## src/hdl/gba_io_map_pkg.sv

```systemverilog
// I/O page address and data types, register offsets and interrupt bit positions
package gba_io_map_pkg;

    // Bus widths
    localparam int IO_ADDR_W = 12;
    localparam int IO_DATA_W = 16;

    // Byte address within the I/O page
    typedef logic [IO_ADDR_W-1:0] io_addr_t;

    // Halfword of bus data
    typedef logic [IO_DATA_W-1:0] io_data_t;

    // Timer registers, one CNT_L/CNT_H pair per channel
    localparam io_addr_t TM_CNT_L_BASE = 12'h100;
    localparam io_addr_t TM_CNT_H_BASE = 12'h102;
    localparam io_addr_t TM_STRIDE     = 12'h004;

    // Keypad state
    localparam io_addr_t KEYINPUT = 12'h130;

    // Interrupt controller
    localparam io_addr_t IE  = 12'h200;
    localparam io_addr_t IF  = 12'h202;
    localparam io_addr_t IME = 12'h208;

    // Debug LED registers at 0x300, 0x302, 0x304 and 0x306
    localparam io_addr_t LED_REG_BASE = 12'h300;
    localparam int       NUM_LED_REGS = 4;

    // Timer n raises IF bit IRQ_TIMER0_BIT + n
    localparam int IRQ_TIMER0_BIT = 3;

endpackage : gba_io_map_pkg

```

## src/hdl/gba_timer_pkg.sv

```systemverilog
// Timer control halfword layout, prescaler encoding and prescale divider values
package gba_timer_pkg;

    // Width of the prescale counter, enough for divide-by-1024
    localparam int PRESCALE_W = 10;

    // Prescaler selection in CNT_H bits 1:0
    typedef enum logic [1:0] {
        PRESCALE_1    = 2'd0,
        PRESCALE_64   = 2'd1,
        PRESCALE_256  = 2'd2,
        PRESCALE_1024 = 2'd3
    } prescale_e;

    // CNT_H layout, reserved fields always read as zero
    typedef struct packed {
        logic [7:0] reserved_hi;
        logic       start;
        logic       irq_enable;
        logic [2:0] reserved_lo;
        logic       cascade;
        prescale_e  prescale;
    } timer_cnt_h_t;

    // Last prescale count before a tick, indexed by prescale_e
    localparam logic [3:0][PRESCALE_W-1:0] PRESCALE_MAX = {
        10'd1023,
        10'd255,
        10'd63,
        10'd0
    };

endpackage : gba_timer_pkg

```

## src/hdl/irq_ctrl_if.sv

```systemverilog
// Interface between the register block and the interrupt controller
`timescale 1ns/1ps

interface irq_ctrl_if;

    // Enables and acknowledge writes from the register block
    gba_io_map_pkg::io_data_t ie;
    logic                     ime;
    logic                     ack_write;
    gba_io_map_pkg::io_data_t ack_data;

    // Current IF value
    gba_io_map_pkg::io_data_t flags;

    modport ctrl (
        output ie, ime, ack_write, ack_data,
        input  flags
    );

    modport intc (
        input  ie, ime, ack_write, ack_data,
        output flags
    );

endinterface : irq_ctrl_if

```

## src/hdl/timer_ctrl_if.sv

```systemverilog
// Interface between the register block and one timer channel
`timescale 1ns/1ps

interface timer_ctrl_if;

    // Configuration from the register block
    gba_io_map_pkg::io_data_t     reload;
    gba_timer_pkg::timer_cnt_h_t  control;
    logic                         load;

    // Status from the timer
    gba_io_map_pkg::io_data_t     count;
    logic                         overflow;

    modport ctrl (
        output reload, control, load,
        input  count
    );

    modport timer (
        input  reload, control, load,
        output count, overflow
    );

endinterface : timer_ctrl_if

```

## src/hdl/gba_io_top.sv

```systemverilog
// System peripheral top: register block, timer chain, interrupt controller, LED mux
`timescale 1ns/1ps

module gba_io_top #(
    parameter int num_timers = 4
) (
    input  logic                     clock,
    input  logic                     reset,
    input  gba_io_map_pkg::io_addr_t bus_addr,
    input  gba_io_map_pkg::io_data_t bus_wdata,
    input  logic                     bus_write,
    input  logic                     bus_read,
    input  logic [15:0]              buttons,
    input  logic [7:0]               sw,
    output gba_io_map_pkg::io_data_t bus_rdata,
    output logic                     nirq,
    output logic [7:0]               ld
);

    timer_ctrl_if tmr [num_timers] ();
    irq_ctrl_if   irq ();

    gba_io_map_pkg::io_data_t led_regs [gba_io_map_pkg::NUM_LED_REGS];

    // Bit 0 is the unused cascade input of channel 0
    logic [num_timers:0]   ovf_chain;
    logic [num_timers-1:0] timer_irq_enable;

    assign ovf_chain[0] = 1'b0;

    io_reg_control #(
        .num_timers (num_timers)
    ) u_io_reg_control (
        .clock     (clock),
        .reset     (reset),
        .bus_addr  (bus_addr),
        .bus_wdata (bus_wdata),
        .bus_write (bus_write),
        .bus_read  (bus_read),
        .buttons   (buttons),
        .bus_rdata (bus_rdata),
        .led_regs  (led_regs),
        .tmr       (tmr),
        .irq       (irq)
    );

    for (genvar i = 0; i < num_timers; i++) begin : g_timer
        gba_timer u_gba_timer (
            .clock      (clock),
            .reset      (reset),
            .cascade_in (ovf_chain[i]),
            .ctl        (tmr[i])
        );

        assign ovf_chain[i+1]      = tmr[i].overflow;
        assign timer_irq_enable[i] = tmr[i].control.irq_enable;
    end

    interrupt_controller #(
        .num_timers (num_timers)
    ) u_interrupt_controller (
        .clock            (clock),
        .reset            (reset),
        .timer_overflow   (ovf_chain[num_timers:1]),
        .timer_irq_enable (timer_irq_enable),
        .irq              (irq),
        .nirq             (nirq)
    );

    led_controller u_led_controller (
        .sw       (sw),
        .led_regs (led_regs),
        .buttons  (buttons),
        .ld       (ld)
    );

endmodule : gba_io_top

```

## src/hdl/gba_timer.sv

```systemverilog
// Timer channel with prescaler, cascade tick input, reload and overflow pulse
`timescale 1ns/1ps

module gba_timer (
    input  logic        clock,
    input  logic        reset,
    input  logic        cascade_in,
    timer_ctrl_if.timer ctl
);

    logic [gba_timer_pkg::PRESCALE_W-1:0] presc_q;
    gba_io_map_pkg::io_data_t             count_q;
    logic                                 running;
    logic                                 presc_tick;
    logic                                 tick;

    assign running = ctl.control.start;

    // Prescaler wraps at the selected divider period
    assign presc_tick = (presc_q == gba_timer_pkg::PRESCALE_MAX[ctl.control.prescale]);

    assign tick = ctl.control.cascade ? cascade_in : presc_tick;

    // Count is still stale during the load cycle
    assign ctl.overflow = running && !ctl.load && tick && (count_q == 16'hFFFF);

    assign ctl.count = count_q;

    always_ff @(posedge clock) begin
        if (reset) begin
            presc_q <= '0;
            count_q <= '0;
        end else if (ctl.load) begin
            presc_q <= '0;
            count_q <= ctl.reload;
        end else if (running) begin
            if (!ctl.control.cascade) begin
                if (presc_tick) begin
                    presc_q <= '0;
                end else begin
                    presc_q <= presc_q + 1'b1;
                end
            end
            if (ctl.overflow) begin
                count_q <= ctl.reload;
            end else if (tick) begin
                count_q <= count_q + 16'd1;
            end
        end
    end

endmodule : gba_timer

```

## src/hdl/interrupt_controller.sv

```systemverilog
// Interrupt controller: IF register, acknowledge clearing and registered nirq
`timescale 1ns/1ps

module interrupt_controller #(
    parameter int num_timers = 4
) (
    input  logic                  clock,
    input  logic                  reset,
    input  logic [num_timers-1:0] timer_overflow,
    input  logic [num_timers-1:0] timer_irq_enable,
    irq_ctrl_if.intc              irq,
    output logic                  nirq
);

    gba_io_map_pkg::io_data_t if_q;
    gba_io_map_pkg::io_data_t set_bits;
    gba_io_map_pkg::io_data_t clr_bits;

    always_comb begin
        set_bits = '0;
        for (int i = 0; i < num_timers; i++) begin
            set_bits[gba_io_map_pkg::IRQ_TIMER0_BIT + i] = timer_overflow[i]
                                                          && timer_irq_enable[i];
        end
    end

    assign clr_bits = irq.ack_write ? irq.ack_data : '0;

    // New requests win over a same-cycle acknowledge
    always_ff @(posedge clock) begin
        if (reset) begin
            if_q <= '0;
        end else begin
            if_q <= (if_q & ~clr_bits) | set_bits;
        end
    end

    assign irq.flags = if_q;

    always_ff @(posedge clock) begin
        if (reset) begin
            nirq <= 1'b1;
        end else begin
            nirq <= !(irq.ime && |(irq.ie & if_q));
        end
    end

endmodule : interrupt_controller

```

## src/hdl/io_reg_control.sv

```systemverilog
// I/O register block: address decode, register storage, load and ack strobes, read mux
`timescale 1ns/1ps

module io_reg_control #(
    parameter int num_timers = 4
) (
    input  logic                      clock,
    input  logic                      reset,
    input  gba_io_map_pkg::io_addr_t  bus_addr,
    input  gba_io_map_pkg::io_data_t  bus_wdata,
    input  logic                      bus_write,
    input  logic                      bus_read,
    input  logic [15:0]               buttons,
    output gba_io_map_pkg::io_data_t  bus_rdata,
    output gba_io_map_pkg::io_data_t  led_regs [gba_io_map_pkg::NUM_LED_REGS],
    timer_ctrl_if.ctrl                tmr [num_timers],
    irq_ctrl_if.ctrl                  irq
);

    gba_io_map_pkg::io_data_t     reload_q  [num_timers];
    gba_timer_pkg::timer_cnt_h_t  control_q [num_timers];
    gba_io_map_pkg::io_data_t     count_in  [num_timers];
    logic [num_timers-1:0]        load_q;
    gba_io_map_pkg::io_data_t     ie_q;
    logic                         ime_q;
    gba_timer_pkg::timer_cnt_h_t  wr_ctl;
    gba_io_map_pkg::io_data_t     rdata_next;
    logic                         led_hit;

    for (genvar i = 0; i < num_timers; i++) begin : g_tmr
        assign tmr[i].reload  = reload_q[i];
        assign tmr[i].control = control_q[i];
        assign tmr[i].load    = load_q[i];
        assign count_in[i]    = tmr[i].count;
    end

    assign irq.ie        = ie_q;
    assign irq.ime       = ime_q;
    // Writing 1 to an IF bit clears it at the write edge
    assign irq.ack_write = bus_write && (bus_addr == gba_io_map_pkg::IF);
    assign irq.ack_data  = bus_wdata;

    assign led_hit = (bus_addr[11:3] == gba_io_map_pkg::LED_REG_BASE[11:3]);

    // Reserved CNT_H bits are dropped on write
    always_comb begin
        wr_ctl            = '0;
        wr_ctl.prescale   = gba_timer_pkg::prescale_e'(bus_wdata[1:0]);
        wr_ctl.cascade    = bus_wdata[2];
        wr_ctl.irq_enable = bus_wdata[6];
        wr_ctl.start      = bus_wdata[7];
    end

    always_ff @(posedge clock) begin
        if (reset) begin
            for (int i = 0; i < num_timers; i++) begin
                reload_q[i]  <= '0;
                control_q[i] <= '0;
            end
            for (int j = 0; j < gba_io_map_pkg::NUM_LED_REGS; j++) begin
                led_regs[j] <= '0;
            end
            load_q <= '0;
            ie_q   <= '0;
            ime_q  <= 1'b0;
        end else begin
            load_q <= '0;
            if (bus_write) begin
                for (int i = 0; i < num_timers; i++) begin
                    if (bus_addr == gba_io_map_pkg::io_addr_t'(gba_io_map_pkg::TM_CNT_L_BASE
                            + gba_io_map_pkg::TM_STRIDE * i)) begin
                        reload_q[i] <= bus_wdata;
                    end
                    if (bus_addr == gba_io_map_pkg::io_addr_t'(gba_io_map_pkg::TM_CNT_H_BASE
                            + gba_io_map_pkg::TM_STRIDE * i)) begin
                        control_q[i] <= wr_ctl;
                        // Channel 0 has nothing to cascade from
                        if (i == 0) begin
                            control_q[i].cascade <= 1'b0;
                        end
                        load_q[i] <= wr_ctl.start && !control_q[i].start;
                    end
                end
                if (bus_addr == gba_io_map_pkg::IE) begin
                    ie_q <= bus_wdata;
                end
                if (bus_addr == gba_io_map_pkg::IME) begin
                    ime_q <= bus_wdata[0];
                end
                if (led_hit) begin
                    led_regs[bus_addr[2:1]] <= bus_wdata;
                end
            end
        end
    end

    always_comb begin
        rdata_next = '0;
        for (int i = 0; i < num_timers; i++) begin
            // CNT_L reads back the live count, not the reload value
            if (bus_addr == gba_io_map_pkg::io_addr_t'(gba_io_map_pkg::TM_CNT_L_BASE
                    + gba_io_map_pkg::TM_STRIDE * i)) begin
                rdata_next = count_in[i];
            end
            if (bus_addr == gba_io_map_pkg::io_addr_t'(gba_io_map_pkg::TM_CNT_H_BASE
                    + gba_io_map_pkg::TM_STRIDE * i)) begin
                rdata_next = gba_io_map_pkg::io_data_t'(control_q[i]);
            end
        end
        if (bus_addr == gba_io_map_pkg::KEYINPUT) rdata_next = buttons;
        if (bus_addr == gba_io_map_pkg::IE) rdata_next = ie_q;
        if (bus_addr == gba_io_map_pkg::IF) rdata_next = irq.flags;
        if (bus_addr == gba_io_map_pkg::IME) rdata_next = {15'd0, ime_q};
        if (led_hit) rdata_next = led_regs[bus_addr[2:1]];
    end

    // Read data holds until the next read strobe
    always_ff @(posedge clock) begin
        if (reset) begin
            bus_rdata <= '0;
        end else if (bus_read) begin
            bus_rdata <= rdata_next;
        end
    end

endmodule : io_reg_control

```

## src/hdl/led_controller.sv

```systemverilog
// Debug LED multiplexer over the LED registers and the inverted buttons
`timescale 1ns/1ps

module led_controller (
    input  logic [7:0]               sw,
    input  gba_io_map_pkg::io_data_t led_regs [gba_io_map_pkg::NUM_LED_REGS],
    input  logic [15:0]              buttons,
    output logic [7:0]               ld
);

    always_comb begin
        if (sw < 8'd8) begin
            // Byte sw of the LED registers, low byte first
            if (sw[0]) begin
                ld = led_regs[sw[2:1]][15:8];
            end else begin
                ld = led_regs[sw[2:1]][7:0];
            end
        end else if (sw[7]) begin
            ld = ~buttons[15:8];
        end else begin
            ld = ~buttons[7:0];
        end
    end

endmodule : led_controller

```

## config.mk

```make
export PLATFORM = sky130hd
export DESIGN_NAME = gba_io_top
export DESIGN_NICKNAME = d
export VERILOG_FILES = /design/src/hdl/gba_io_map_pkg.sv /design/src/hdl/gba_timer_pkg.sv /design/src/hdl/irq_ctrl_if.sv /design/src/hdl/timer_ctrl_if.sv /design/src/hdl/gba_io_top.sv /design/src/hdl/gba_timer.sv /design/src/hdl/interrupt_controller.sv /design/src/hdl/io_reg_control.sv /design/src/hdl/led_controller.sv
export SDC_FILE = /design/constraint.sdc
export NUM_CORES = 1
export LEC_CHECK = 0
export BUFFER_PORTS_ARGS = -buffer_cell sky130_fd_sc_hd__buf_2
export CELL_PAD_IN_SITES_DETAIL_PLACEMENT = 1
export CELL_PAD_IN_SITES_GLOBAL_PLACEMENT = 2
export CORE_MARGIN = 8
export CORE_UTILIZATION = 35
export CTS_CLUSTER_SIZE = 25
export DETAILED_ROUTE_END_ITERATION = 10
export PLACE_DENSITY_LB_ADDON = 0.1
export SYNTH_ARGS = -nofsm -noshare
export SYNTH_HDL_FRONTEND = slang
export SYNTH_SLANG_ARGS = --single-unit
```

## constraint.sdc

```tcl
create_clock -name clock -period 2.7 [get_ports clock]
set_input_delay 0.27 -clock clock [delete_from_list [all_inputs] [get_ports clock]]
set_output_delay 0.27 -clock clock [all_outputs]
set_load 0.02 [all_outputs]
```

-- After elaboration in Yosys (flattened, before gate mapping)
Memory sizes are Yosys's and may differ from the RTL's.
Cells that the tools add are included.
- register bits: 222
- RAM bits: 84
- bits of input ports: 56
- output and inout port bits: 25
- memories kept: 2
- add/sub/neg operators: 8
- $lt $le $gt $ge: 8
- equal/unequal tests: 21
- mux-type cells: 101
- bitwise operators: 26
- reductions and logical operators: 60
- memories (name ; depth ; bits a word ; read ports ; clocked after memory_dff ; wr ports ; line ; text):
    u_io_reg_control.reload_q ; 4 ; 16 ; 4 ; 0 ; 4 ; io_reg_control.sv:20 ; gba_io_map_pkg::io_data_t reload_q [num_timers];
    u_io_reg_control.control_q ; 4 ; 5 ; 4 ; 0 ; 4 ; io_reg_control.sv:21 ; gba_timer_pkg::timer_cnt_h_t control_q [num_timers];
- operator list (operator ; number):
    $mux 16 ; 39
    $eq 12x9->1 const B ; 9
    $bmux 10 s2 ; 4
    $mux 10 ; 8
    $add 16x1->16 const B ; 4
    $bmux 16 s2 ; 2
    $bwmux 64 ; 1
    $eq 16x16->1 const B ; 4
    $add 10x1->10 const B ; 4
    $eq 10x10->1 ; 4
    $mux 1 ; 39
    $eq 12x10->1 const B ; 3
    $and 16x16->16 ; 2
    $demux 16 s2 ; 1
    $mux 8 ; 3
    $logic_and 1x1->1 ; 23
    $reduce_and 2->1 ; 11
    $mux 5 ; 4
    $not 16->16 ; 1
    $not 8->8 ; 2
    $or 16x7->16 ; 1
    $reduce_or 16->1 ; 1
    $lt 2x3->1 const B ; 4
    $reduce_bool 3->1 ; 4
    11 further kinds ; 46

-- Depth between registers and ports, before layout
Gate-level depths: netlist of the first run.
An unclocked memory read counts as a cell.
- depth in word-level cells: 19
- depth in mapped cells: 11
- depth with buffers taken out: 8

-- Modules after synthesis
Synthesis of the first run repeated with hierarchy kept, for this count alone.
- cell total of the unflattened synthesis: 1876
- area total of the unflattened synthesis: 17200.2 sq um
- modules (own cells, without submodules) (module ; times used ; cells each ; area an instance (sq um)):
    io_reg_control ; 1 ; 883 ; 9312.7
    gba_timer (g_timer[0].u_gba_timer ...) ; 3 ; 210 ; 1630.3
    gba_timer (g_timer[1].u_gba_timer) ; 1 ; 210 ; 1601.5
    led_controller ; 1 ; 85 ; 729.4
    interrupt_controller ; 1 ; 67 ; 661.9
    gba_io_top ; 1 ; 1 ; 3.8

-- Worst setup path after synthesis of the first run
OpenSTA, ideal clock, no wires.
- kind: input -> register
- from: input port bus_addr[5]
- to: memory u_io_reg_control.reload_q[0][16] (netlist bit), enable pin
- setup time: 372 ps
- data arrival time: 2401 ps
- required time: 2328 ps
- slack: -73 ps
- stages: 8
- cell sequence: or4_1 > nor3_1 > and2_1 > buf_2 > clkbuf_1 > clkbuf_1 > nand2_1 > nand2_1
- RTL lines (what ; line ; text):
    from (decl) ; gba_io_top.sv:9 ; input gba_io_map_pkg::io_addr_t bus_addr,
    to (decl) ; io_reg_control.sv:20 ;

-- Worst setup path in the final report of the first run
- from: register g_timer[2].u_gba_timer.count_q[2]
- to: register g_timer[2].u_gba_timer.count_q[13]
- word-level cells in the longest chain between the ends: 5
- ends and longest elaborated chain (what ; line ; text):
    from (decl) ; gba_timer.sv:12 ; gba_io_map_pkg::io_data_t count_q;
    from (signal assigned) ; gba_timer.sv:35 ; count_q <= ctl.reload;
    from (signal assigned) ; gba_timer.sv:45 ; count_q <= ctl.reload;
    from (signal assigned) ; gba_timer.sv:47 ; count_q <= count_q + 16'd1;
    $add 16x1->16 / $eq 16x16->1 (equally long branches) ; gba_timer.sv:47, gba_timer.sv:25 ;
    $mux 16 / $logic_and 1x1->1 (equally long branches) ; gba_timer.sv:46, gba_timer.sv:25 ;
    $mux 16 ; gba_timer.sv:44 ; if (ctl.overflow) begin
    $mux 16 ; gba_timer.sv:36 ; end else if (running) begin
    $mux 16 ; gba_timer.sv:33 ; end else if (ctl.load) begin
Parallel ways exist; a longest one is shown, timed or not. The select of a mux whose other input is x is not followed.
A chain may end at the register's enable or synchronous reset.

==> run_results.csv, run 1 <==
group,metric,value,unit
hold_path,hold_class,"primary input to flop",
synth,synth-compound-area-share,17.3,%
die,core_area,45000,um^2
clock_network,clk_path_buf_depth,3,
placement,port-buffer-count,80,
placement,placed_cells,2473,
critical_path,critPathMaxFanout,7,
routing,antenna_left,0,
power,peakVddDrop,402,uV
routing,firstDrtPassIters,5,
synth,yosysUniqueCellTypes,92,
synth,syn_nets,1823,
layout,drive_gt1_share,19.6,%
global_routing,gr-usage-all-layers,23.8,%
sta,rsz0062_at_grt,"yes",
clock_network,cts_hold_buf,0,
critical_path,crit_chain,"and4_1 -> nand3_2 -> buf_4 -> or3_1 -> nor4_1 -> buf_4 -> a21o_2 -> a21boi_0 -> nor3_1",
critical_path,path_common_cell,"buf_4",
sta,timing.slew.headroom,49.1,%
sta,fin_crit,2.63,ns
synth,synthMuxAreaShare,9.12,%
die,row_count,78,
synth,synth_xor_area_share,1.77,%
synth,synth_edf_count,83,
critical_path,slowest_delay,0.42,ns
power,seqPwrFrac,45.3,%
synth,synth_seq_area_share,43.8,%
sta,setup_viol,0,
critical_path,start_kind,"flop",
synth,syn_area,15800,um^2
layout,instances_no_fill,2547,
critical_path,required,3.14,ns
global_routing,grt_antenna_before_repair,4,
synth,yosys.area.top_type,"dfxtp_1",
sta,final.setup_skew,0.0176,ns
clock_network,htreeDepth,2,
routing,vias_per_cell,5.80,
sta,worst_pin_slew,0.760,ns
routing,routedWlPerCell,25.4,um
synth,yosysWarnings,0,
synth,synthCells,1759,
critical_path,r2r_end,"g_timer[2].u_gba_timer.ctl.count[13]",
critical_path,r2r_setup_slack,0.07,ns
sta,fin_tns_setup,0,ns
hold_path,hold_end,"u_io_reg_control.led_regs[19]",
clock_network,clk_pin_slew_worst_paths,0.06,ns
layout,fin_util,42.5,%
die,die_height,229,um
power,comb_power_share,6.4,%
routing,drt-total-wl,64.6,mm
critical_path,crit_arrival,3.06,ns
sta,fin_ws,0.0749,ns
synth,yosys.area.top_type_share,28.1,%
clock_network,clock_latency,0.56,ns
clock_network,cts_buffers,39,
power,p_switching,2.65,mW
sta,max_freq,381,MHz
critical_path,cp-end-kind,"flop",
critical_path,crit_slowest_cell,"or3_1",
synth,synth_top_family_by_area,"simple AND/OR/NAND/NOR gates",
synth,ys_ff_latch,305,
synth,async_flop_share,0,%
critical_path,critPathKind,"flop to flop",
critical_path,reg2reg_from,"g_timer[2].u_gba_timer.ctl.count[2]",
placement,routabilityCongestion,0.869,
sta,final_max_slew_viol_count,0,
routing,drt_iter0_markers,1083,
placement,pre_cts_ws,-0.146,ns
power,clkPwrFrac,48.3,%
layout,areaGrowthSynthToFinish,20.8,%
flow_run,maxCapViolCount,0,
sta,period_share,97.2,%
layout,final_nets,1979,
routing,drc_errors,0,
die,dieArea,52300,um^2
outcome,status,"finished clean",
die,design.portCount,81,
die,initial_utilization,35.2,%
hold_path,hold_start,"bus_wdata[3]",
sta,hold_violations,0,
routing,vias,14800,
global_routing,grt_pass1_vias,15100,
global_routing,grt_pass1_wl,96.3,mm
clock_network,cts_tree,"built",
power,p_leak,7.33,nW
global_routing,grt_max_degree,65,
layout,nFillCells,5163,
clock_network,root_buffer,"clkbuf_16",
synth,synth_area_leaders,"dfxtp_1, edfxtp_1, nand2_1",
power,power.internal,8.05,mW
synth,yosys.area_share.simple,23.5,%
power,p_per_area,560,nW/um^2
synth,avgSynthCellArea,9.00,um^2
placement,hpwl,46.5,mm
synth,synthFlopType,"dfxtp_1",
critical_path,ff2ff_path_depth,9,
layout,seq_area,6940,um^2
layout,multi_input_area,8350,um^2
hold_path,worstHoldPathCells,3,
global_routing,grt_overflow_total,0,
sta,hold_slack,0.156,ns
clock_network,cts_sinks,305,
die,die_w,229,um
power,switching_share,24.8,%
synth,synthAdderAreaFrac,0.633,%
[cell families after synthesis]
group / count (synthesis)
AO/OA/AOI/OAI: 400
XOR/XNOR: 32
adder cells (fa/ha/maj): 8
buffers and inverters: 149
flip-flops: 305
multiplexers: 104
AND/OR/NAND/NOR: 761
[cell usage after synthesis, types with 10 or more instances]
library cell and number:
a211oi_1 13, a221o_1 13, and2_1 18, a221oi_1 14, and3_1 107, inv_1 23, o221a_2 16, o32ai_1 11
mux2i_1 71, xor2_1 27, nor4_1 15, nand3_1 70, edfxtp_1 83, buf_2 12, clkbuf_1 101, nor3_1 30
o21ai_0 65, a21oi_1 131, and4_1 10, nor2b_1 16, mux4_2 32, a31oi_1 12, nor2_1 147, a22oi_1 23
or3_1 14, nand4_1 23, dfxtp_1 222, nand2_1 260
[routing by layer]
layer / vias to the layer above / global-route usage, % / wire length (um)
met2: 341 / 37.6 / 29000
met3: 95 / 3.29 / 2660
li1: 6847 / - / -
met1: 7501 / 33.1 / 30700
met4: 0 / 8.32 / 2230
met5: - / 0 / 0
[metrics by stage]
stage | power [mW] | instance area [um^2]
3_3_place_gp | 5.62 | 17800
5_1_grt | 11.0 | 19100
3_5_place_dp | 5.63 | 17800
4_1_cts | 10.8 | 19100
6_report | 10.7 | 19100
2_1_floorplan | 5.26 | 15800
[worst max-delay path by stage]
| stage | startpoint | endpoint | depth (start not counted) |
|---|---|---|---|
| 2_1_floorplan | bus_addr[9] | u_io_reg_control.reload_q[0][48] | 7 |
| 6_report | g_timer[2].u_gba_timer.ctl.count[2] | g_timer[2].u_gba_timer.ctl.count[13] | 9 |
| 3_3_place_gp | bus_addr[9] | u_io_reg_control.bus_rdata[0] | 9 |
| 3_5_place_dp | bus_addr[9] | u_io_reg_control.bus_rdata[0] | 9 |
| 5_1_grt | u_io_reg_control.control_q[1][0] | g_timer[2].u_gba_timer.ctl.count[14] | 8 |
| 4_1_cts | g_timer[0].u_gba_timer.ctl.count[0] | g_timer[2].u_gba_timer.ctl.count[8] | 10 |
[worst max-delay path, delay by kind of cell (launching register included)]
| kind | cells | cell delay, ns |
|---|---|---|
| DFF | 1 | 0.41 |
| and+or+nand+nor | 5 | 1.25 |
| AOI/OAI and AO/OA | 2 | 0.44 |
| buffers and inverters | 2 | 0.41 |
[placed cells by master, fill, tap and decap left out, types with 18 or more instances in the layout]
cell / count
dfxtp_1: 220
a22oi_1: 23
clkbuf_16: 41
inv_1: 23
buf_2: 79
nand3_1: 70
mux2i_1: 71
buf_4: 149
nand4_1: 23
and3_1: 107
nor3_1: 28
o21ai_0: 65
a21oi_1: 128
mux4_2: 32
nor2_1: 146
and2_1: 18
xor2_1: 27
edfxtp_1: 83
nand2_1: 259
[cell type report]
type                    instances  share of cell area (%)
multi-input cells            1305                    43.7
inverters                      25                   0.491
repair buffers                239                    9.07
diodes                          2                  0.0262
clock buffers                  53                    5.81
flip-flops and latches        305                    36.3
clock inverters                18                   0.726
well taps                     600                    3.93
[flip-flops by register name (all words and copies together) (netlist names)]
| signal | flops |
|---|---|
| u_io_reg_control.load_q | 4 |
| u_io_reg_control.reload_q | 64 |
| u_interrupt_controller.nirq | 1 |
| u_interrupt_controller.irq.flags | 16 |
| u_io_reg_control.irq.ie | 16 |
| g_timer.u_gba_timer.presc_q | 40 |
| u_io_reg_control.control_q | 19 |
| u_io_reg_control.irq.ime | 1 |
| u_io_reg_control.bus_rdata | 16 |
| u_io_reg_control.led_regs | 64 |
| g_timer.u_gba_timer.ctl.count | 64 |
[power by group through the flow]
stage / Combinational [mW] / Clock (mW) / Sequential (mW)
after CTS: 0.684 / 5.28 / 4.85
after global routing: 0.728 / 5.44 / 4.86
after floorplan: 0.324 / 0 / 4.93
final: 0.689 / 5.17 / 4.85
after global placement: 0.678 / 0 / 4.94
after detailed placement: 0.682 / 0 / 4.95
[repair_timing]
item / in CTS / in global routing
endpoints found under the hold margin: 0 / 0
gates resized for setup: 1 / 9
gates cloned: 0 / 0
setup endpoints to repair: 5 / 39
pin swaps: 0 / 4
buffers inserted: 0 / 1
(Power assumes the default switching activity.)
==> run 2: changes to the inputs <==
- SETUP_SLACK_MARGIN: default -> 0.15
- SLEW_MARGIN: default -> 20
==> run 2 against run 1 <==
Compared with the run above: sequential power about the same; clock skew fell by 0.0025 ns; critical path depth is 2 higher; global-route usage grew 0.68 points; cell area is 1.9% higher; non-clock buffer count grew 20; routed wire length grew 1.9%; maximum frequency rose by 3.3%; largest cell class unchanged.
==> run_results.csv, run 2 (same netlist as run 1, synthesis figures left out) <==
group,metric,value,unit
routing,drt_iter0_markers,1101,
die,die_height,229,um
sta,max_freq,394,MHz
die,design.portCount,81,
layout,areaGrowthSynthToFinish,23.2,%
global_routing,gr-usage-all-layers,24.5,%
critical_path,reg2reg_from,"g_timer[0].u_gba_timer.ctl.count[1]",
routing,firstDrtPassIters,6,
critical_path,crit_slowest_cell,"dfxtp_2",
critical_path,ff2ff_path_depth,11,
clock_network,htreeDepth,2,
routing,drt-total-wl,65.8,mm
sta,rsz0062_at_grt,"yes",
placement,place_area,17900,um^2
critical_path,start_kind,"flop",
sta,final.setup_skew,0.0151,ns
critical_path,crit_chain,"ha_4 -> nand3_4 -> nor4_2 -> buf_4 -> nand4b_1 -> buf_6 -> a2111oi_4 -> buf_4 -> nor2_4 -> or3_4 -> a221oi_2",
die,initial_utilization,35.2,%
global_routing,grt_pass1_vias,15100,
power,p_leak,7.46,nW
critical_path,path_buf_inv,3,
hold_path,worstHoldPathCells,2,
clock_network,clock_latency,0.56,ns
critical_path,slowest_delay,0.35,ns
sta,worst_pin_slew,0.871,ns
global_routing,grt_pass1_wl,98.3,mm
global_routing,grt_max_degree,122,
layout,final_nets,1999,
hold_path,hold_end,"g_timer[2].u_gba_timer.ctl.count[0]",
sta,hold_slack,0.102,ns
routing,drc_errors,0,
routing,vias_per_cell,5.80,
critical_path,r2r_end,"g_timer[2].u_gba_timer.ctl.count[5]",
routing,vias,14900,
layout,layout_commonest_cell,"nand2_1",
placement,pre_cts_ws,-0.141,ns
clock_network,root_buffer,"clkbuf_16",
die,core_area,45000,um^2
routing,antenna_left,0,
sta,period_share,94.1,%
sta,fin_tns_setup,0,ns
power,p_per_area,548,nW/um^2
die,row_count,78,
placement,routabilityCongestion,0.859,
sta,fin_crit,2.54,ns
critical_path,r2r_setup_slack,0.16,ns
layout,final_cell_mix,"nand2_1, dfxtp_1, buf_4",
clock_network,cts_buffers,39,
critical_path,critPathTopFamily,"simple AND/OR/NAND/NOR gates",
layout,final_area,19500,um^2
global_routing,grt_antenna_before_repair,7,
clock_network,clk_pin_slew_worst_paths,0.06,ns
sta,final_max_slew_viol_count,0,
critical_path,critPathKind,"flop to flop",
critical_path,required,3.17,ns
critical_path,cp-end-kind,"flop",
layout,fin_util,43.3,%
global_routing,grt_overflow_total,0,
sta,setup_viol,0,
clock_network,cts_sinks,305,
sta,hold_violations,0,
routing,routedWlPerCell,25.6,um
die,die_w,229,um
placement,port-buffer-count,80,
critical_path,path_common_cell,"buf_4",
clock_network,cts_hold_buf,0,
flow_run,maxCapViolCount,0,
power,peakVddDrop,416,uV
clock_network,cts_tree,"built",
critical_path,crit_arrival,3.01,ns
outcome,status,"finished clean",
hold_path,hold_start,"reset",
hold_path,hold_class,"primary input to flop",
sta,timing.slew.headroom,42.0,%
placement,hpwl,46.9,mm
clock_network,clk_path_buf_depth,3,
layout,drive_gt1_share,22.0,%
die,dieArea,52300,um^2
critical_path,critPathMaxFanout,5,
sta,fin_ws,0.159,ns
-- run 2: changes by cell type in the layout (fill, tap and decap cells not counted), moves of 3 or more --
cell / before / now
buf_12: 11 / 15
buf_4: 149 / 161
buf_6: 0 / 3
clkinv_1: 7 / 3
dfxtp_1: 220 / 210
dfxtp_2: 2 / 9
dfxtp_4: 0 / 3
nor4_1: 15 / 12
o21ai_0: 65 / 60
o21ai_1: 1 / 5
-- run 2: cell type report --
class                      count  area, um^2
tap                          600         751
sequential                   305        6960
antenna                        3        7.51
timing repair buffer         259        1940
inverter                      25        93.8
clock inverter                13        96.3
clock buffer                  56        1130
multi-input combinational   1305        8510
fill                        5160       25500
-- run 2: worst max-delay path by stage --
| stage | from | endpoint | slack, ns | cells past startpoint |
|---|---|---|---|---|
| after CTS | g_timer[1].u_gba_timer.presc_q[4] | g_timer[2].u_gba_timer.ctl.count[5] | 0.15 | 8 |
| after floorplan | bus_addr[9] | u_io_reg_control.reload_q[0][16] | 0.16 | 8 |
| after global placement | bus_addr[1] | u_io_reg_control.bus_rdata[1] | -0.22 | 9 |
| final | g_timer[0].u_gba_timer.ctl.count[1] | g_timer[2].u_gba_timer.ctl.count[5] | 0.16 | 11 |
| after global routing | g_timer[0].u_gba_timer.ctl.count[1] | g_timer[2].u_gba_timer.ctl.count[5] | 0.03 | 11 |
| after detailed placement | bus_addr[1] | u_io_reg_control.bus_rdata[1] | -0.14 | 9 |
-- run 2: through the flow --
step	instances	power, mW
3_3_place_gp	2473	5.64
5_1_grt	2564	11.0
3_5_place_dp	2473	5.64
2_1_floorplan	1759	5.26
4_1_cts	2548	10.8
6_report	2566	10.7
-- run 2: where the power goes --
group          internal, mW  switching (mW)
clock network          3.01            2.10
logic                 0.221           0.494
registers              4.78          0.0703
-- run 2: per-layer routing --
| layer | part of all wire, % | GRT usage [%] | wire length [um] | vias up |
|---|---|---|---|---|
| met5 | 0.018 | 0 | 12 | - |
| li1 | - | - | - | 6882 |
| met4 | 3.0 | 7.76 | 1970 | 2 |
| met3 | 5.0 | 2.93 | 3260 | 85 |
| met1 | 46 | 33.8 | 30000 | 7547 |
| met2 | 46 | 39.6 | 30500 | 364 |
-- run 2: worst reg2reg max path, stage by stage, from the launching register on --
cell	delay (ns)
dfxtp_2	0.35
ha_4	0.16
nand3_4	0.07
nor4_2	0.25
buf_4	0.18
nand4b_1	0.11
buf_6	0.16
a2111oi_4	0.34
buf_4	0.20
nor2_4	0.05
or3_4	0.33
a221oi_2	0.25
-- run 2: timing repair --
| item | in CTS | in global routing |
|---|---|---|
| endpoints found under the setup margin | 35 | 43 |
| pin swaps | 6 | 17 |
| resized for setup | 20 | 44 |
| buffers inserted | 6 | 14 |
| endpoints found under the hold margin | 0 | 0 |
| cloned | 0 | 1 |
